## src/rab_pkg.sv

```systemverilog
package rab_pkg;

    // ------------------------------
    // Bus widths
    // ------------------------------

    // Request and translated address width
    localparam int ADDR_WIDTH = 32;
    // Transaction ID width
    localparam int ID_WIDTH = 4;

    // ------------------------------
    // Slice table geometry
    // ------------------------------

    localparam int N_SLICES = 4;
    localparam int SLICE_IDX_WIDTH = 2;

    // Flag bits held per slice
    localparam int FLAG_WIDTH = 3;
    localparam int FLAG_EN = 0;
    localparam int FLAG_RD = 1;
    localparam int FLAG_WR = 2;

    // ------------------------------
    // Buffers
    // ------------------------------

    // Same depth for the input and the output buffer
    localparam int BUFFER_DEPTH = 4;
    localparam int LOG_BUFFER_DEPTH = 2;

    // Request packing is {id, addr, write}
    localparam int REQ_WIDTH = ID_WIDTH + ADDR_WIDTH + 1;
    // Result packing is {id, addr, result}
    localparam int RSP_WIDTH = ID_WIDTH + ADDR_WIDTH + 2;

    // Outcome of the slice lookup
    typedef enum logic [1:0] {
        RAB_HIT  = 2'd0,
        RAB_MISS = 2'd1,
        RAB_PROT = 2'd2
    } rab_result_e;

    // Slice register selected by a configuration write
    typedef enum logic [1:0] {
        CFG_START  = 2'd0,
        CFG_END    = 2'd1,
        CFG_OFFSET = 2'd2,
        CFG_FLAGS  = 2'd3
    } rab_cfg_field_e;

endpackage
```

## src/rab_core.sv

```systemverilog
module rab_core
(
    input  logic                                clk,
    input  logic                                rstn,

    // Slice configuration
    input  logic                                cfg_we,
    input  logic [rab_pkg::SLICE_IDX_WIDTH-1:0] cfg_slice,
    input  rab_pkg::rab_cfg_field_e             cfg_field,
    input  logic [rab_pkg::ADDR_WIDTH-1:0]      cfg_wdata,

    // Incoming address requests
    input  logic                                in_valid,
    input  logic [rab_pkg::ID_WIDTH-1:0]        in_id,
    input  logic [rab_pkg::ADDR_WIDTH-1:0]      in_addr,
    input  logic                                in_write,
    output logic                                in_ready,

    // Translated requests
    output logic                                out_valid,
    output logic [rab_pkg::ID_WIDTH-1:0]        out_id,
    output logic [rab_pkg::ADDR_WIDTH-1:0]      out_addr,
    output rab_pkg::rab_result_e                out_result,
    input  logic                                out_ready
);

    import rab_pkg::*;

    // Input buffer hops
    logic [REQ_WIDTH-1:0] in_data;
    logic                 req_valid;
    logic [REQ_WIDTH-1:0] req_data;
    logic                 req_ready;

    // Slice table to remap
    logic                                lk_valid;
    logic [ID_WIDTH-1:0]                 lk_id;
    logic [ADDR_WIDTH-1:0]               lk_addr;
    logic                                lk_write;
    logic [N_SLICES-1:0]                 lk_hit;
    logic [N_SLICES-1:0][ADDR_WIDTH-1:0] lk_start;
    logic [N_SLICES-1:0][ADDR_WIDTH-1:0] lk_offset;
    logic [N_SLICES-1:0][FLAG_WIDTH-1:0] lk_flags;
    logic                                lk_ready;

    // Remap to output buffer
    logic                 rm_valid;
    logic [RSP_WIDTH-1:0] rm_data;
    logic                 rm_ready;
    logic [RSP_WIDTH-1:0] out_data;

    // ------------------------------
    // Input buffer
    // ------------------------------

    assign in_data = {in_id, in_addr, in_write};

    axi_buffer_rab #(
        .DATA_WIDTH       (REQ_WIDTH),
        .BUFFER_DEPTH     (BUFFER_DEPTH),
        .LOG_BUFFER_DEPTH (LOG_BUFFER_DEPTH)
    ) u_buf_in (
        .clk       (clk),
        .rstn      (rstn),
        .data_out  (req_data),
        .valid_out (req_valid),
        .ready_in  (req_ready),
        .valid_in  (in_valid),
        .data_in   (in_data),
        .ready_out (in_ready)
    );

    // ------------------------------
    // Lookup and remap
    // ------------------------------

    rab_slice_table u_slice_table (
        .clk       (clk),
        .rstn      (rstn),
        .cfg_we    (cfg_we),
        .cfg_slice (cfg_slice),
        .cfg_field (cfg_field),
        .cfg_wdata (cfg_wdata),
        .req_valid (req_valid),
        .req_data  (req_data),
        .req_ready (req_ready),
        .lk_valid  (lk_valid),
        .lk_id     (lk_id),
        .lk_addr   (lk_addr),
        .lk_write  (lk_write),
        .lk_hit    (lk_hit),
        .lk_start  (lk_start),
        .lk_offset (lk_offset),
        .lk_flags  (lk_flags),
        .lk_ready  (lk_ready)
    );

    rab_remap u_remap (
        .clk       (clk),
        .rstn      (rstn),
        .lk_valid  (lk_valid),
        .lk_id     (lk_id),
        .lk_addr   (lk_addr),
        .lk_write  (lk_write),
        .lk_hit    (lk_hit),
        .lk_start  (lk_start),
        .lk_offset (lk_offset),
        .lk_flags  (lk_flags),
        .lk_ready  (lk_ready),
        .rm_valid  (rm_valid),
        .rm_data   (rm_data),
        .rm_ready  (rm_ready)
    );

    // ------------------------------
    // Output buffer
    // ------------------------------

    axi_buffer_rab #(
        .DATA_WIDTH       (RSP_WIDTH),
        .BUFFER_DEPTH     (BUFFER_DEPTH),
        .LOG_BUFFER_DEPTH (LOG_BUFFER_DEPTH)
    ) u_buf_out (
        .clk       (clk),
        .rstn      (rstn),
        .data_out  (out_data),
        .valid_out (out_valid),
        .ready_in  (out_ready),
        .valid_in  (rm_valid),
        .data_in   (rm_data),
        .ready_out (rm_ready)
    );

    // Unpack {id, addr, result}
    assign out_id     = out_data[RSP_WIDTH-1 -: ID_WIDTH];
    assign out_addr   = out_data[2 +: ADDR_WIDTH];
    assign out_result = rab_result_e'(out_data[1:0]);

endmodule

```

## src/rab_remap.sv

```systemverilog
module rab_remap
(
    input  logic                                                  clk,
    input  logic                                                  rstn,

    // Lookup from the slice table
    input  logic                                                  lk_valid,
    input  logic [rab_pkg::ID_WIDTH-1:0]                          lk_id,
    input  logic [rab_pkg::ADDR_WIDTH-1:0]                        lk_addr,
    input  logic                                                  lk_write,
    input  logic [rab_pkg::N_SLICES-1:0]                          lk_hit,
    input  logic [rab_pkg::N_SLICES-1:0][rab_pkg::ADDR_WIDTH-1:0] lk_start,
    input  logic [rab_pkg::N_SLICES-1:0][rab_pkg::ADDR_WIDTH-1:0] lk_offset,
    input  logic [rab_pkg::N_SLICES-1:0][rab_pkg::FLAG_WIDTH-1:0] lk_flags,
    output logic                                                  lk_ready,

    // Packed result towards the output buffer
    output logic                                                  rm_valid,
    output logic [rab_pkg::RSP_WIDTH-1:0]                         rm_data,
    input  logic                                                  rm_ready
);

    import rab_pkg::*;

    // Winning slice
    logic [SLICE_IDX_WIDTH-1:0] sel;
    logic                       hit_any;
    // Direction right of the winning slice
    logic                       allowed;

    logic [ADDR_WIDTH-1:0]      nxt_addr;
    rab_result_e                nxt_result;

    // ------------------------------
    // Slice priority
    // ------------------------------

    // Walk downwards so the lowest index wins
    always_comb
    begin
        sel = '0;
        for (int i = N_SLICES - 1; i >= 0; i--)
        begin
            if (lk_hit[i])
                sel = SLICE_IDX_WIDTH'(i);
        end
    end

    assign hit_any = |lk_hit;

    // Write needs the write flag, read the read flag
    assign allowed = lk_write ? lk_flags[sel][FLAG_WR] : lk_flags[sel][FLAG_RD];

    // ------------------------------
    // Translation
    // ------------------------------

    always_comb
    begin
        if (!hit_any)
        begin
            nxt_result = RAB_MISS;
            nxt_addr   = lk_addr;
        end
        else if (!allowed)
        begin
            // Address passes through untouched on a fault
            nxt_result = RAB_PROT;
            nxt_addr   = lk_addr;
        end
        else
        begin
            nxt_result = RAB_HIT;
            nxt_addr   = lk_addr - lk_start[sel] + lk_offset[sel];
        end
    end

    // ------------------------------
    // Stage register
    // ------------------------------

    assign lk_ready = !rm_valid || rm_ready;

    always_ff @(posedge clk or negedge rstn)
    begin
        if (!rstn)
            rm_valid <= 1'b0;
        else if (lk_ready)
            rm_valid <= lk_valid;
    end

    // Result packed as {id, addr, result}
    always_ff @(posedge clk)
    begin
        if (lk_valid && lk_ready)
            rm_data <= {lk_id, nxt_addr, nxt_result};
    end

endmodule

```

## src/rab_slice_table.sv

```systemverilog
module rab_slice_table
(
    input  logic                                                  clk,
    input  logic                                                  rstn,

    // Configuration port
    input  logic                                                  cfg_we,
    input  logic [rab_pkg::SLICE_IDX_WIDTH-1:0]                   cfg_slice,
    input  rab_pkg::rab_cfg_field_e                               cfg_field,
    input  logic [rab_pkg::ADDR_WIDTH-1:0]                        cfg_wdata,

    // Packed request from the input buffer
    input  logic                                                  req_valid,
    input  logic [rab_pkg::REQ_WIDTH-1:0]                         req_data,
    output logic                                                  req_ready,

    // Registered lookup towards the remap stage
    output logic                                                  lk_valid,
    output logic [rab_pkg::ID_WIDTH-1:0]                          lk_id,
    output logic [rab_pkg::ADDR_WIDTH-1:0]                        lk_addr,
    output logic                                                  lk_write,
    output logic [rab_pkg::N_SLICES-1:0]                          lk_hit,
    output logic [rab_pkg::N_SLICES-1:0][rab_pkg::ADDR_WIDTH-1:0] lk_start,
    output logic [rab_pkg::N_SLICES-1:0][rab_pkg::ADDR_WIDTH-1:0] lk_offset,
    output logic [rab_pkg::N_SLICES-1:0][rab_pkg::FLAG_WIDTH-1:0] lk_flags,
    input  logic                                                  lk_ready
);

    import rab_pkg::*;

    // Slice registers
    logic [N_SLICES-1:0][ADDR_WIDTH-1:0] slice_start;
    logic [N_SLICES-1:0][ADDR_WIDTH-1:0] slice_end;
    logic [N_SLICES-1:0][ADDR_WIDTH-1:0] slice_offset;
    logic [N_SLICES-1:0][FLAG_WIDTH-1:0] slice_flags;

    // Unpacked request fields
    logic [ID_WIDTH-1:0]   req_id;
    logic [ADDR_WIDTH-1:0] req_addr;
    logic                  req_write;

    // Per-slice match for the request in front
    logic [N_SLICES-1:0]   nxt_hit;

    logic accept;

    // ------------------------------
    // Configuration
    // ------------------------------

    // Address range and target base
    always_ff @(posedge clk)
    begin
        if (cfg_we && (cfg_field == CFG_START))
            slice_start[cfg_slice] <= cfg_wdata;
        if (cfg_we && (cfg_field == CFG_END))
            slice_end[cfg_slice] <= cfg_wdata;
        if (cfg_we && (cfg_field == CFG_OFFSET))
            slice_offset[cfg_slice] <= cfg_wdata;
    end

    // All slices come up disabled
    always_ff @(posedge clk or negedge rstn)
    begin
        if (!rstn)
            slice_flags <= '0;
        else if (cfg_we && (cfg_field == CFG_FLAGS))
            slice_flags[cfg_slice] <= cfg_wdata[FLAG_WIDTH-1:0];
    end

    // ------------------------------
    // Range compare
    // ------------------------------

    assign req_id    = req_data[REQ_WIDTH-1 -: ID_WIDTH];
    assign req_addr  = req_data[1 +: ADDR_WIDTH];
    assign req_write = req_data[0];

    // Both range ends are inclusive
    always_comb
    begin
        for (int i = 0; i < N_SLICES; i++)
        begin
            nxt_hit[i] = slice_flags[i][FLAG_EN] &&
                         (req_addr >= slice_start[i]) &&
                         (req_addr <= slice_end[i]);
        end
    end

    // ------------------------------
    // Stage register
    // ------------------------------

    // Take a new request when empty or when the entry leaves now
    assign req_ready = !lk_valid || lk_ready;
    assign accept    = req_valid && req_ready;

    always_ff @(posedge clk or negedge rstn)
    begin
        if (!rstn)
            lk_valid <= 1'b0;
        else if (req_ready)
            lk_valid <= req_valid;
    end

    always_ff @(posedge clk)
    begin
        if (accept)
        begin
            lk_id    <= req_id;
            lk_addr  <= req_addr;
            lk_write <= req_write;
            lk_hit   <= nxt_hit;
        end
    end

    // Slice fields needed by the remap stage
    assign lk_start  = slice_start;
    assign lk_offset = slice_offset;
    assign lk_flags  = slice_flags;

endmodule

```

## src/axi_buffer_rab.sv

```systemverilog
module axi_buffer_rab
#(
    parameter int DATA_WIDTH       = 32,
    parameter int BUFFER_DEPTH     = 4,
    parameter int LOG_BUFFER_DEPTH = 2
)
(
    input  logic                  clk,
    input  logic                  rstn,

    // Downstream side, oldest entry first
    output logic [DATA_WIDTH-1:0] data_out,
    output logic                  valid_out,
    input  logic                  ready_in,

    // Upstream side
    input  logic                  valid_in,
    input  logic [DATA_WIDTH-1:0] data_in,
    output logic                  ready_out
);

    // Next slot to write
    logic [LOG_BUFFER_DEPTH-1:0] pointer_in;
    // Slot presented on data_out
    logic [LOG_BUFFER_DEPTH-1:0] pointer_out;
    // Occupancy, one bit wider than the pointers
    logic [LOG_BUFFER_DEPTH:0]   elements;
    // Storage array
    logic [DATA_WIDTH-1:0]       buffer [BUFFER_DEPTH];

    logic full;
    logic push;
    logic pop;

    assign full = (elements == (LOG_BUFFER_DEPTH + 1)'(BUFFER_DEPTH));

    // Write accepted whenever there is room
    assign push = valid_in && !full;
    // Read happens on a downstream handshake
    assign pop  = valid_out && ready_in;

    // ------------------------------
    // Occupancy counter
    // ------------------------------

    always_ff @(posedge clk or negedge rstn)
    begin
        if (!rstn)
        begin
            elements <= '0;
        end
        else if (pop && !push)
        begin
            // One out, none in
            elements <= elements - 1'b1;
        end
        else if (push && !pop)
        begin
            // One in, none out
            elements <= elements + 1'b1;
        end
        // Both or neither leave the count as is
    end

    // ------------------------------
    // Storage
    // ------------------------------

    always_ff @(posedge clk)
    begin
        if (push)
        begin
            buffer[pointer_in] <= data_in;
        end
    end

    // ------------------------------
    // Pointers
    // ------------------------------

    always_ff @(posedge clk or negedge rstn)
    begin
        if (!rstn)
        begin
            pointer_in  <= '0;
            pointer_out <= '0;
        end
        else
        begin
            // Input side wraps at the last slot
            if (push)
            begin
                if (pointer_in == LOG_BUFFER_DEPTH'(BUFFER_DEPTH - 1))
                    pointer_in <= '0;
                else
                    pointer_in <= pointer_in + 1'b1;
            end

            // Move on once the current entry is taken
            if (pop)
            begin
                if (pointer_out == LOG_BUFFER_DEPTH'(BUFFER_DEPTH - 1))
                    pointer_out <= '0;
                else
                    pointer_out <= pointer_out + 1'b1;
            end
        end
    end

    // Outputs
    assign data_out  = buffer[pointer_out];
    assign valid_out = (elements != '0);
    assign ready_out = !full;

endmodule

```

## config.mk

```make
export PLATFORM = sky130hd
export DESIGN_NAME = rab_core
export DESIGN_NICKNAME = d
export VERILOG_FILES = /design/src/rab_pkg.sv /design/src/rab_core.sv /design/src/rab_remap.sv /design/src/rab_slice_table.sv /design/src/axi_buffer_rab.sv
export SDC_FILE = /design/constraint.sdc
export NUM_CORES = 1
export LEC_CHECK = 0
export BUFFER_PORTS_ARGS = -buffer_cell sky130_fd_sc_hd__buf_2
export CAP_MARGIN = 40
export CORE_UTILIZATION = 49
export CTS_BUF_LIST = sky130_fd_sc_hd__clkbuf_8
export CTS_CLUSTER_DIAMETER = 80
export DETAILED_ROUTE_END_ITERATION = 16
export PLACE_DENSITY_LB_ADDON = 0.2
export SETUP_SLACK_MARGIN = 0.2
export SYNTH_ARGS = -nofsm -noshare
export SYNTH_HDL_FRONTEND = slang
export SYNTH_SLANG_ARGS = --single-unit
```

## constraint.sdc

```tcl
create_clock -name clk -period 9.9 [get_ports clk]
set_clock_uncertainty 0.1 [all_clocks]
set_input_delay 2.475 -clock clk [delete_from_list [all_inputs] [get_ports clk]]
set_output_delay 2.475 -clock clk [all_outputs]
set_load 0.005 [all_outputs]
```

==> After elaboration in Yosys (flattened, before gate mapping) <==
Memory sizes are Yosys's and may differ from the RTL's.
Cells that the tools add are included.
{ "totals": {"regBits": 491, "inputBits": 78, "n_memories": 2, "ramBits": 300, "word_cells": 134, "out_inout_bits": 40} }
{ "mem_list": {"columns": ["memory", "depth", "word_bits", "rd", "rd_clocked_by_memory_dff", "write_ports", "line_no", "source"], "rows": [
  ["u_buf_out.buffer", 4, 38, 1, 0, 1, "axi_buffer_rab.sv:29", "logic [DATA_WIDTH-1:0] buffer [BUFFER_DEPTH];"],
  ["u_buf_in.buffer", 4, 37, 1, 0, 1, "axi_buffer_rab.sv:29", null]
]} }
{ "op_classes": {"muxes": 34, "addsub": 10, "n_eq_ne": 9, "magnitude_cmp": 11, "n_reduce_logical": 38} }
{ "op_table": {"columns": ["operator", "n"], "rows": [
  ["128-bit bitwise mux", 3],
  ["32-bit 2-to-1 mux", 5],
  ["32-bit binary-select mux with 2-bit select", 2],
  ["32-bit greater-or-equal comparator", 4],
  ["32-bit <= comparator", 4],
  ["32-bit demux with 2-bit select", 1],
  ["32-bit adder", 1],
  ["32-bit subtractor", 1],
  ["1-bit logical AND", 22],
  ["2-bit 2-to-1 mux", 9],
  ["3-bit 2-to-1 mux", 6],
  ["12-bit bitwise mux", 1],
  ["2-bit equality test, second input constant", 6],
  ["2-bit by 1-bit adder with 2-bit output, second input constant", 4],
  ["1-bit zero test", 8],
  ["3-bit by 1-bit adder with 3-bit output, second input constant", 2],
  ["3-bit binary-select mux with 2-bit select", 1],
  ["3-bit demux with 2-bit select", 1],
  ["3-bit equality test, second input constant", 2],
  ["2-bit by 3-bit less-than comparator with 1-bit output, second input constant", 2],
  ["3-bit nonzero test", 2],
  ["3-bit by 1-bit subtractor with 3-bit output, second input constant", 2],
  ["1-bit 2-to-1 mux", 5],
  ["2-bit nonzero test", 2],
  ["5 further kinds", 6]
]} }

==> Depth between registers and ports, before layout <==
Gate-level depths: netlist (run 1).
{ "logic_depth": {"word_depth": 10, "mapped_depth": 18, "depth_no_buf": 16} }

==> Cells and area by module <==
A second synthesis (run 1) with hierarchy kept.
{ "hier_totals": {"hier_cells": 2363, "hier_area_um2": 37232.0} }
{ "by_module_without_submodules": {"columns": ["mod", "cells_per_inst", "instances", "area_each_um2", "seq_area_each_um2"], "rows": [
  ["rab_slice_table", 1381, 1, 19785.2, 13087.6],
  ["axi_buffer_rab at u_buf_out", 239, 1, 6022.0, 4739.5],
  ["axi_buffer_rab at u_buf_in", 233, 1, 5793.1, 4619.4],
  ["rab_remap", 510, 1, 5631.7, 1166.1]
]} }

==> Worst setup path before layout (run 1) <==
Ideal clock, no wire load.
{ "synth_timing": {"kind": "input port to flip-flop", "startpoint": "input cfg_field[1]", "endpoint": "register u_slice_table.slice_start (netlist bit u_slice_table.lk_start[0]) (enable)", "setup_time_ns": 0.461, "stages": 2, "slack_ns": 4.144, "required_ns": 9.339, "arrival_time_ns": 5.194, "path_buffers": 0, "path_cell_list": "or3b_2 > nor3_1"} }
{ "synth_between": {"elab_chain_cells": 2} }
{ "synth_lines": {"columns": ["item", "line_no", "source"], "rows": [
  ["from (decl)", "rab_core.sv:9", "input rab_pkg::rab_cfg_field_e cfg_field,"],
  ["2-bit zero test", "rab_slice_table.sv:54", "if (cfg_we && (cfg_field == CFG_START))"],
  ["1-bit logical AND", "rab_slice_table.sv:54", null],
  ["to (signal, indexed assignment)", "rab_slice_table.sv:55", "slice_start[cfg_slice] <= cfg_wdata;"],
  ["to (decl)", "rab_slice_table.sv:32", "logic [N_SLICES-1:0][ADDR_WIDTH-1:0] slice_start;"]
]} }
Every way passes these cells.
A chain may end at the register's enable or synchronous reset.

==> Final worst setup path (run 1) <==
{ "layout_timing": {"startpoint": "register u_slice_table.lk_hit[2] in the netlist's numbering", "endpoint": "register u_remap.rm_data[31] in the netlist's numbering, data pin"} }
{ "layout_between": {"elab_chain_cells": 9, "elab_cells_between_ends": 15, "cone_classes": "add/sub (2); mux (12); reduce/logical (1)"} }
{ "layout_lines": {"columns": ["item", "line_no", "source"], "rows": [
  ["from (decl)", "rab_slice_table.sv:22", "output logic [rab_pkg::N_SLICES-1:0] lk_hit,"],
  ["from (signal assigned)", "rab_slice_table.sv:113", "lk_hit <= nxt_hit;"],
  ["2-bit 2-to-1 mux (3 in a row)", "rab_remap.sv:44", "if (lk_hit[i])"],
  ["32-bit binary-select mux with 2-bit select", "rab_remap.sv:74", "nxt_addr = lk_addr - lk_start[sel] + lk_offset[sel];"],
  ["32-bit 2-to-1 mux (not written as such)", "rab_remap.sv:74", null],
  ["32-bit subtractor", "rab_remap.sv:74", null],
  ["32-bit adder", "rab_remap.sv:74", null],
  ["32-bit 2-to-1 mux", "rab_remap.sv:65", "else if (!allowed)"],
  ["32-bit 2-to-1 mux *", "rab_remap.sv:60", "if (!hit_any)"],
  ["net u_remap.nxt_addr[29]", "rab_remap.sv:31", "logic [ADDR_WIDTH-1:0] nxt_addr;"],
  ["to (signal assigned)", "rab_remap.sv:96", "rm_data <= {lk_id, nxt_addr, nxt_result};"],
  ["to (decl)", "rab_remap.sv:19", "output logic [rab_pkg::RSP_WIDTH-1:0] rm_data,"]
]} }
The timed path passes the listed nets; every way through them passes the cells marked *. The select of a mux whose other input is x is not followed.

==> results.yml, run 1 <==
status:
  run_status: "finished, final reports clean"
cells_and_area:
  final_layout_size_suffix_gt1_share_pct: 19.34
  fin_cells: 3643
  design_area_mm2: 0.04136
  areaGrowthSynthToFinish_pct: 12.29
  final_core_utilization_pct: 55.55
  fin_nets: 2980
power:
  vdd_drop_max_mv: 0.2042
  power_report.internal_total_mw: 9.145
  post-layout-total-power_mw: 15.09
  share_clk_of_total_power_pct: 17.7
  power_frac_seq_pct: 32.9
  switchingPower_mw: 5.944
  leakagePower_nw: 16.24
  power.density_cell_area_mw_per_mm2: 364.8
  switching_share_pct: 39.39
  comb_power_share_pct: 49.4
clocking:
  clock_path_buffers: 3
  cts.reportedPaths.clkPinSlew_ns: 0.05
  clock_sinks: 791
  ctsHtreeMaxLevel: 4
  cts_tree: "built"
  post_cts_hold_buffer_count: 0
  ctsRootBufferMaster: "clkbuf_8"
  post_cts_resized: 0
  cts_setup_buffers: 0
  cts_made_buffers: 135
  worstSkewPairLatency_ns: 0.78
grt:
  grt_most_used_layer: "met2"
  maximum_number_of_pins_on_one_net_before_global_route_repair: 60
  met3_usage_pct: 3.684
  grtUsageTotal_pct: 21.80
  grt-ovfl-total: 0
  first_global_vias: 21520
  met2_usage_pct: 35.08
  grtUsageMet1_pct: 30.01
  grt_first_pass_wirelength_mm: 125.1
  antenna_found_initial: 2
routing:
  initialDrtViolationCount: 1328
  drt-vias-per-instance: 5.575
  detail_route.drc_violations: 0
  vias: 20310
  ant_nets: 0
  drt_pre_antenna_iters: 5
  wl_mm: 80.75
  routed_length_per_placed_instance_um: 22.16
sta:
  period_share_pct: 55.86
  timing.hold.ws_ns: 0.3190
  report.final.slew_viol_count: 0
  post-route-worst-setup-slack_ns: 4.370
  worst_slew_pin_slew_ns: 0.8335
  timing.final.crit_period_ns: 5.530
  rsz_0062_raised_after_global_routing: "false"
  max_clock_freq_ghz: 0.1808
  tns_ns: 0
  hold_viol: 0
  timing.max_slew.rel_slack_pct: 43.92
  finalSetupViolCount: 0
setup_path:
  cp-start-kind: "register"
  critPathArrivalTime_ns: 5.90
  required_ns: 10.27
  criticalPathCategory: "reg2reg"
  path_max_fanout: 40
  element_type_at_the_critical_path_end: "register"
synthesis:
  post_synth_instance_area_mm2: 0.03683
  synth_nets: 2735
  post_synth.cell_area_avg_um2: 15.85
  synth_top_area_cell: "edfxtp_1"
  number_of_synthesized_register_bits: 791
  asyncSetResetFlopFracSynth_pct: 3.540
  synth.most_common_cell: "edfxtp_1"
  synth_top_flop_cell: "edfxtp_1"
  synthCells: 2324
  synth.yosys.seq_area_share_pct: 64.11
  synthDistinctLibCells: 71
  ys_warn_count: 0
  yosys-top-cells-area: "edfxtp_1 62%, ha_1 10%, mux4_2 8.6%"
  synth.top_cells.by_count: "763 x edfxtp_1, 314 x inv_1, 300 x ha_1, 141 x mux4_2, 85 x a21oi_1"
  number_of_flops_mapped_to_enable_cells_by_yosys: 763
  post-synth-top-area-fraction_pct: 62.21
place:
  gp_congestion: 0.9150
  dp.final_hpwl_mm: 57.02
  placement.io_buffers: 117
  place_inst: 3401
  pre_cts_setup_slack_ns: 4.391
  placement_stage_cell_area_mm2: 0.03889
floorplan:
  fp-row-count: 100
  dieArea_mm2: 0.07626
  die-width_um: 276.2
  initial_core_util_pct: 49.47
  die_h_um: 276.2
  coreArea_mm2: 0.07445
  floorplan.io_pins: 118
worst_hold_path:
  worst_hold_path_type: "reg2reg"
job:
  cap_violations: 0
sequential cells by signal, summed over array words and instances (netlist names), 4 cells and up:
register / flops
u_slice_table.lk_addr: 32
u_slice_table.lk_start: 128
u_remap.rm_data: 38
u_buf_in.buffer: 148
u_slice_table.lk_offset: 128
u_slice_table.lk_hit: 4
u_slice_table.lk_flags: 12
u_slice_table.lk_id: 4
u_buf_out.buffer: 152
u_slice_table.slice_end: 128
cells by family after synthesis:
group | synth area share [%]
flops | 64.11
fa+ha+maj | 11.99
mux | 9.108
buf+inv | 3.784
simple gates | 4.192
xor+xnor | 0.8561
compound gates | 5.962
power groups by stage:
stage               sequential (mW)  clock (mW)  combinational, mW
floorplan                      4.93           0               5.39
global placement               5.00           0               7.19
detailed placement             5.04           0               7.44
CTS                            4.97        2.75               7.48
global route                   5.03        2.89               8.28
finish                         4.96        2.67               7.45
metal layers:
| metal | up-vias | share of wire [%] |
|---|---|---|
| li1 | 9400 | - |
| met5 | - | 0 |
| met4 | 0 | 2.6 |
| met1 | 10230 | 45 |
| met2 | 555 | 47 |
| met3 | 123 | 4.9 |
cell type report:
type                    count  area, um^2
diodes                      1       2.502
clock buffers             139        1913
clock inverters           102       548.0
fillers                  5837       33090
inverters                 314        1179
multi-input cells        1176       11930
flip-flops and latches    791       23620
well taps                 969        1212
repair buffers            151       960.9
placed cells by master (no fill, tap or decap), types with 15 or more instances in the layout:
master	instances
buf_2	119
clkbuf_8	139
fa_1	33
xor2_1	16
xnor2_1	20
ha_1	300
clkinv_1	27
mux4_2	141
a21o_1	69
nor2b_1	19
nand4_1	56
a21oi_1	84
mux2_2	15
inv_1	361
a211oi_1	16
o21ai_1	18
o21ai_0	80
nor2_1	55
dfrtp_1	26
edfxtp_1	763
buf_4	22
nor3_1	20
nand2_1	75
worst paths after layout:
check	cells past startpoint	slack (ns)	from	endpoint
worst max register to register	16	4.37	u_slice_table.lk_hit[2]$_DFFE_PP_	u_remap.rm_data[31]$_DFFE_PP_
worst min register to register	0	0.32	u_slice_table.lk_id[3]$_DFFE_PP_	u_remap.rm_data[37]$_DFFE_PP_
max in group asynchronous	1	7.53	rstn	u_buf_out.pointer_out[0]$_DFFE_PN0P_
worst max-delay path	16	4.37	u_slice_table.lk_hit[2]$_DFFE_PP_	u_remap.rm_data[31]$_DFFE_PP_
min in group asynchronous	1	1.66	rstn	u_buf_in.pointer_in[1]$_DFFE_PN0P_
worst min-delay path	0	0.32	u_slice_table.lk_id[3]$_DFFE_PP_	u_remap.rm_data[37]$_DFFE_PP_
worst max-delay path: stages, from the launching register on:
cell and delay (ns):
edfxtp_1 0.43, nand2b_1 0.21, a21oi_4 0.14, buf_4 0.43, buf_4 0.61, mux4_2 0.60
inv_1 0.09, fa_1 0.42, ha_1 0.43, a211oi_1 0.36, o211ai_1 0.16, a41o_1 0.26
nor2b_1 0.14, nor3_1 0.43, o21ai_0 0.18, xnor2_1 0.16, o21ai_1 0.08
Note: power is estimated with default switching activity, not from simulation.
==> inputs of run 2 (changes only) <==
clock period = 4.52 ns   (was 9.9 ns; I/O delays follow)
==> results.yml, run 2 (synthesis results as in run 1) <==
status:
  run_status: "finished, final reports clean"
clocking:
  cts_made_buffers: 137
  worstSkewPairLatency_ns: 0.78
  cts_tree: "built"
  clock_path_buffers: 3
  clock_sinks: 791
  post_cts_hold_buffer_count: 0
  cts.reportedPaths.clkPinSlew_ns: 0.06
  ctsHtreeMaxLevel: 4
  ctsRootBufferMaster: "clkbuf_8"
grt:
  first_global_vias: 21940
  antenna_found_initial: 6
  grt-ovfl-total: 0
  grtUsageTotal_pct: 21.85
  grt_first_pass_wirelength_mm: 126.0
  maximum_number_of_pins_on_one_net_before_global_route_repair: 44
setup_path:
  r2r-start: "u_slice_table.lk_hit[3]$_DFFE_PP_"
  required_ns: 4.94
  path_max_fanout: 4
  critical-path-max-stage-delay_ns: 0.57
  cpMostUsedCell: "buf_6"
  critical_path.cell_chain: "buf_6, buf_6, o21ai_4, mux4_2, inv_2, fa_2, fa_2, a211oi_2, o211ai_1, a21oi_2, buf_6, a22oi_2, a2111o_1, a21oi_2, xor2_1, o21ai_1"
  element_type_at_the_critical_path_end: "register"
  setup.reg_to_reg.worst_slack_ns: 0.12
  worst_path_max_delay_cell: "mux4_2"
  worst-r2r-cell-count: 16
  rr_endpoint: "u_remap.rm_data[30]$_DFFE_PP_"
  cp-start-kind: "register"
  critPathArrivalTime_ns: 4.83
  criticalPathCategory: "reg2reg"
floorplan:
  floorplan.io_pins: 118
  die_h_um: 276.2
  initial_core_util_pct: 49.47
  coreArea_mm2: 0.07445
  fp-row-count: 100
  die-width_um: 276.2
  dieArea_mm2: 0.07626
cells_and_area:
  areaGrowthSynthToFinish_pct: 16.75
  final_layout_size_suffix_gt1_share_pct: 25.29
  largest_reg_flops: 152
  fin_nets: 3098
  final_core_utilization_pct: 57.76
  fin_cells: 3756
  biggestRegsByFlops: "u_buf_out.buffer (152), u_buf_in.buffer (148)"
  fillers: 5712
  layout.area.seq_mm2: 0.02362
  area_used_by_multi_input_combinational_logic_mm2: 0.01241
  most-common-layout-cells: "763 x edfxtp_1, 343 x inv_1, 280 x ha_1, 143 x clkbuf_8, 141 x mux4_2"
  final_common_cell: "edfxtp_1"
  max_flop_register: "u_buf_out.buffer"
sta:
  hold_viol: 0
  finalSetupViolCount: 0
  timing.max_slew.rel_slack_pct: 44.77
  max_clock_freq_ghz: 0.2272
  timing.final.crit_period_ns: 4.401
  report.final.slew_viol_count: 0
  rsz_0062_raised_after_global_routing: "true"
  tns_ns: 0
  worst_slew_pin_slew_ns: 0.8221
  period_share_pct: 97.37
place:
  place_inst: 3466
  dp.final_hpwl_mm: 59.37
  placement.io_buffers: 117
  gp_congestion: 0.8770
routing:
  route.met2.wl_mm: 39.15
  vias: 20950
  ant_nets: 0
  drt-vias-per-instance: 5.577
  detail_route.drc_violations: 0
  routed_length_per_placed_instance_um: 21.94
  wl_met1_mm: 36.70
  wl_mm: 82.39
  dr.max_layer_used: "met4"
  initialDrtViolationCount: 1634
  detailroute.wirelength.met3_mm: 4.201
  drt_pre_antenna_iters: 5
job:
  cap_violations: 0
worst_hold_path:
  worst_hold_path_type: "in2async"
run 2: how the worst max path moves through the flow:
stage                                    end  depth (start not counted)                         startpoint  slack [ns]
2_1_floorplan  u_remap.rm_data[30]$_DFFE_PP_                         18  u_slice_table.lk_hit[2]$_DFFE_PP_        0.12
3_3_place_gp   u_remap.rm_data[30]$_DFFE_PP_                         15  u_slice_table.lk_hit[2]$_DFFE_PP_        0.08
3_5_place_dp   u_remap.rm_data[33]$_DFFE_PP_                         16  u_slice_table.lk_hit[1]$_DFFE_PP_      -0.009
4_1_cts        u_remap.rm_data[33]$_DFFE_PP_                         16  u_slice_table.lk_hit[0]$_DFFE_PP_        0.16
5_1_grt        u_remap.rm_data[30]$_DFFE_PP_                         16  u_slice_table.lk_hit[3]$_DFFE_PP_        0.02
6_report       u_remap.rm_data[30]$_DFFE_PP_                         16  u_slice_table.lk_hit[3]$_DFFE_PP_        0.12
run 2: what timing repair did:
action / 4_1_cts / 5_1_grt
pin swaps: 12 / 51
gates cloned: 3 / 1
gates resized for setup: 34 / 84
buffers inserted: 23 / 24
endpoints found under the setup margin: 17 / 20
hold endpoints to repair: 0 / 0
run 2: routing by layer:
layer,vias to the layer above,GRT usage [%]
met5,-,0
met4,0,8.251
met3,140,3.676
met2,581,35.06
met1,10590,30.09
li1,9642,-
run 2: area by class of cell:
type | instances | share of cell area (%)
timing repair buffer | 267 | 4.990
sequential | 791 | 54.93
multi-input combinational | 1176 | 28.86
clock inverter | 89 | 1.045
tap | 969 | 2.820
antenna | 7 | 0.04074
clock buffer | 143 | 4.577
inverter | 314 | 2.741
run 2: through the flow:
| stage | worst slack (ns) | cell area (um^2) | hold slack, ns |
|---|---|---|---|
| after floorplan | 0.1167 | 36890 | 0.3003 |
| after global placement | 0.08039 | 39350 | 0.3029 |
| after detailed placement | -0.008682 | 39550 | 0.3056 |
| after CTS | 0.1647 | 42390 | 0.2644 |
| after global routing | 0.01751 | 42990 | 0.3329 |
| final | 0.1189 | 43000 | 0.3114 |
run 2: worst max-delay path, delay by kind of cell, from the launching register on:
kind / cells / cell delay, ns
compound gates: 8 / 1.54
fa+ha+maj: 2 / 0.88
buf+inv: 4 / 0.48
xor+xnor: 1 / 0.15
flops: 1 / 0.41
mux: 1 / 0.57
Power of run 2 is left out: the tool's default activity adds up to more than one toggle a clock period on the data nets, which glitch-free logic cannot reach.
==> inputs of run 3 (changes only) <==
SYNTH_HIERARCHICAL = 1   (was default)
==> results.yml, run 3 <==
sta:
  timing.final.crit_period_ns: 4.675
  rsz_0062_raised_after_global_routing: "true"
  worst_slew_pin_slew_ns: 0.8863
  finalSetupViolCount: 6
  post-route-worst-setup-slack_ns: -0.1548
  report.final.slew_viol_count: 0
  max_clock_freq_ghz: 0.2139
  hold_viol: 0
  timing.max_slew.rel_slack_pct: 40.85
  period_share_pct: 103.4
  timing.hold.ws_ns: 0.2173
cells_and_area:
  final_layout_size_suffix_gt1_share_pct: 24.94
  areaGrowthSynthToFinish_pct: 17.07
  fin_nets: 3162
  final_core_utilization_pct: 58.26
  biggestRegsByFlops: "u_buf_out/buffer (152), u_buf_in/buffer (148)"
  largest_reg_flops: 152
  final_common_cell: "edfxtp_1"
  max_flop_register: "u_buf_out/buffer"
  most-common-layout-cells: "763 x edfxtp_1, 354 x inv_1, 285 x ha_1, 139 x clkbuf_8, 138 x buf_4"
setup_path:
  criticalPathCategory: "reg2reg"
  critical_path.cell_chain: "nor3_4, buf_12, mux4_2, ha_4, inv_1, ha_4, fa_2, a211o_1, a2111o_1, a21oi_2, buf_4, nand4b_1, buf_4, nand3_1, a31oi_1, xor2_1, o21ai_1"
  cpLargestDelayFamily: "compound AO/OA/AOI/OAI gates"
  worst_path_max_delay_cell: "mux4_2"
  worst-r2r-cell-count: 17
  worst-path-stages: 17
  cp-start-kind: "register"
  critPathArrivalTime_ns: 5.07
  critical-path-max-stage-delay_ns: 0.57
  path_max_fanout: 5
  element_type_at_the_critical_path_end: "register"
  timing.critical_path.buf_inv: 4
  required_ns: 4.92
clocking:
  cts_tree: "built"
  clock_path_buffers: 3
  ctsHtreeMaxLevel: 4
  clock_sinks: 791
  cts.reportedPaths.clkPinSlew_ns: 0.07
  cts_made_buffers: 133
  ctsRootBufferMaster: "clkbuf_8"
  worstSkewPairLatency_ns: 0.79
synthesis:
  synth_area_in_compound_gates_pct: 5.410
  synth_adder_area_share_pct: 11.86
  post-synth-top-area-fraction_pct: 61.54
  number_of_synthesized_register_bits: 791
  synthCells: 2363
  post_synth.cell_area_avg_um2: 15.76
  synth.yosys.seq_area_share_pct: 63.42
  post_synth_instance_area_mm2: 0.03723
  yosys-top-cells-area: "edfxtp_1 62%, ha_1 10%, mux4_2 7.2%"
  synth_top_area_cell: "edfxtp_1"
  synth.most_common_cell: "edfxtp_1"
  synth_top_flop_cell: "edfxtp_1"
  ys_warn_count: 6
  synth-xor-area-share_pct: 0.8301
  asyncSetResetFlopFracSynth_pct: 3.540
  dominant_combinational_cell_family_by_area_after_synthesis: "adder cells"
  synth_nets: 2774
  synth-simple-area-share_pct: 5.074
  synthDistinctLibCells: 76
  number_of_flops_mapped_to_enable_cells_by_yosys: 763
  synth.top_cells.by_count: "763 x edfxtp_1, 312 x inv_1, 300 x ha_1, 126 x a21oi_1, 120 x nand2_1"
  muxShareOfSynthArea_pct: 9.564
status:
  violated_checks: "negative setup slack"
  run_status: "finished with violations"
floorplan:
  initial_core_util_pct: 49.76
  dieArea_mm2: 0.07709
  die-width_um: 277.7
  coreArea_mm2: 0.07482
  die_h_um: 277.7
  floorplan.io_pins: 118
  fp-row-count: 100
routing:
  drt_pre_antenna_iters: 5
  initialDrtViolationCount: 1468
  wl_mm: 84.51
  vias: 21600
  detail_route.drc_violations: 0
  ant_nets: 0
  drt-vias-per-instance: 5.628
  routed_length_per_placed_instance_um: 22.02
power:
  post-layout-total-power_mw: 36.96
  power.density_cell_area_mw_per_mm2: 847.8
  vdd_drop_max_mv: 0.5253
  leakagePower_nw: 17.19
grt:
  grt_most_used_layer: "met2"
  first_global_vias: 22770
  grtUsageMet1_pct: 29.66
  antenna_found_initial: 7
  met2_usage_pct: 36.89
  grt-ovfl-total: 0
  maximum_number_of_pins_on_one_net_before_global_route_repair: 60
  met3_usage_pct: 4.194
  grt_first_pass_wirelength_mm: 129.8
  grtUsageTotal_pct: 22.29
place:
  gp_congestion: 0.8795
  placement.io_buffers: 117
  dp.final_hpwl_mm: 61.13
job:
  cap_violations: 0
worst_hold_path:
  worst_hold_path_type: "in2async"
run 3: cell count changes after synthesis, moves of 8 or more:
cell / previous run / this run
nor3_1: 23 / 14
nand4_1: 56 / 34
nand2_1: 75 / 120
a21oi_1: 85 / 126
a21o_1: 69 / 34
nand3_1: 13 / 28
and4_1: 1 / 18
xnor2_1: 20 / 11
o2111ai_1: 8 / 0
mux4_1: 0 / 22
nor2b_1: 20 / 6
o21ai_1: 19 / 35
o21ai_0: 80 / 42
mux4_2: 141 / 119
run 3: worst paths after layout:
| kind | startpoint | to | slack, ns |
|---|---|---|---|
| worst max-delay path | u_slice_table/lk_hit[1]$_DFFE_PP_ | u_remap/rm_data[32]$_DFFE_PP_ | -0.15 |
| max in group asynchronous | rstn | u_buf_out/pointer_out[0]$_DFFE_PN0P_ | 3.86 |
| min in group clk | u_buf_in/elements[2]$_DFFE_PN0P_ | u_buf_in/elements[2]$_DFFE_PN0P_ | 0.39 |
| worst min-delay path | rstn | u_slice_table/lk_flags[3]$_DFFE_PN0P_ | 0.22 |
| worst min register to register | u_buf_in/elements[2]$_DFFE_PN0P_ | u_buf_in/elements[2]$_DFFE_PN0P_ | 0.39 |
| worst max register to register | u_slice_table/lk_hit[1]$_DFFE_PP_ | u_remap/rm_data[32]$_DFFE_PP_ | -0.15 |
run 3: per-stage QoR:
stage / setup WS [ns] / setup TNS [ns] / instances / cell area (um^2)
CTS: -0.1167 / -0.4581 / 3817 / 43240
global route: -0.2339 / -1.558 / 3832 / 43580
floorplan: 0.1430 / 0 / 2363 / 37530
detailed placement: -0.2546 / -1.584 / 3551 / 40310
finish: -0.1548 / -0.5343 / 3837 / 43590
global placement: -0.1410 / -0.7159 / 3540 / 40090
run 3: area by class of cell:
type                            instances  area [um^2]
Sequential cell                       791        23620
Clock inverter                        104        565.5
Inverter                              312         1171
Tap cell                              969         1212
Clock buffer                          139         1913
Fill cell                            5804        31230
Antenna cell                            9        22.52
Timing Repair Buffer                  297         2333
Multi-Input combinational cell       1216        12760
run 3: repair_timing:
item,in CTS,in global routing
pin swaps,29,21
endpoints found under the setup margin,18,20
setup buffers,21,10
hold buffers,0,0
gates resized for setup,39,42
gates cloned,2,1
run 3: power by group:
part	switching, mW	internal (mW)
sequential	0.826	10.2
clock	2.86	3.05
combinational	10.4	9.57
total	14.1	22.8
run 3: cells by family (layout without fill, tap and decap cells):
family          count (synthesis)  count (layout)
mux                           167             167
flops                         791             791
fa+ha+maj                     333             333
simple gates                  363             363
xor+xnor                       31              31
compound gates                322             322
buf+inv                       356             852
other cells                     0               9
run 3: worst register-to-register path, delay by kind of cell (launching register included):
kind	cells	cell delay (ns)
compound gates	5	1.20
simple gates	3	0.57
xor+xnor	1	0.16
fa+ha+maj	3	0.82
flops	1	0.46
buf+inv	4	0.53
mux	1	0.57
run 3: per-layer routing:
layer | vias up | share of wire, %
met1 | 11000 | 43
met3 | 132 | 5.3
li1 | 9859 | -
met2 | 601 | 49
met4 | 2 | 2.3
met5 | - | 0.013
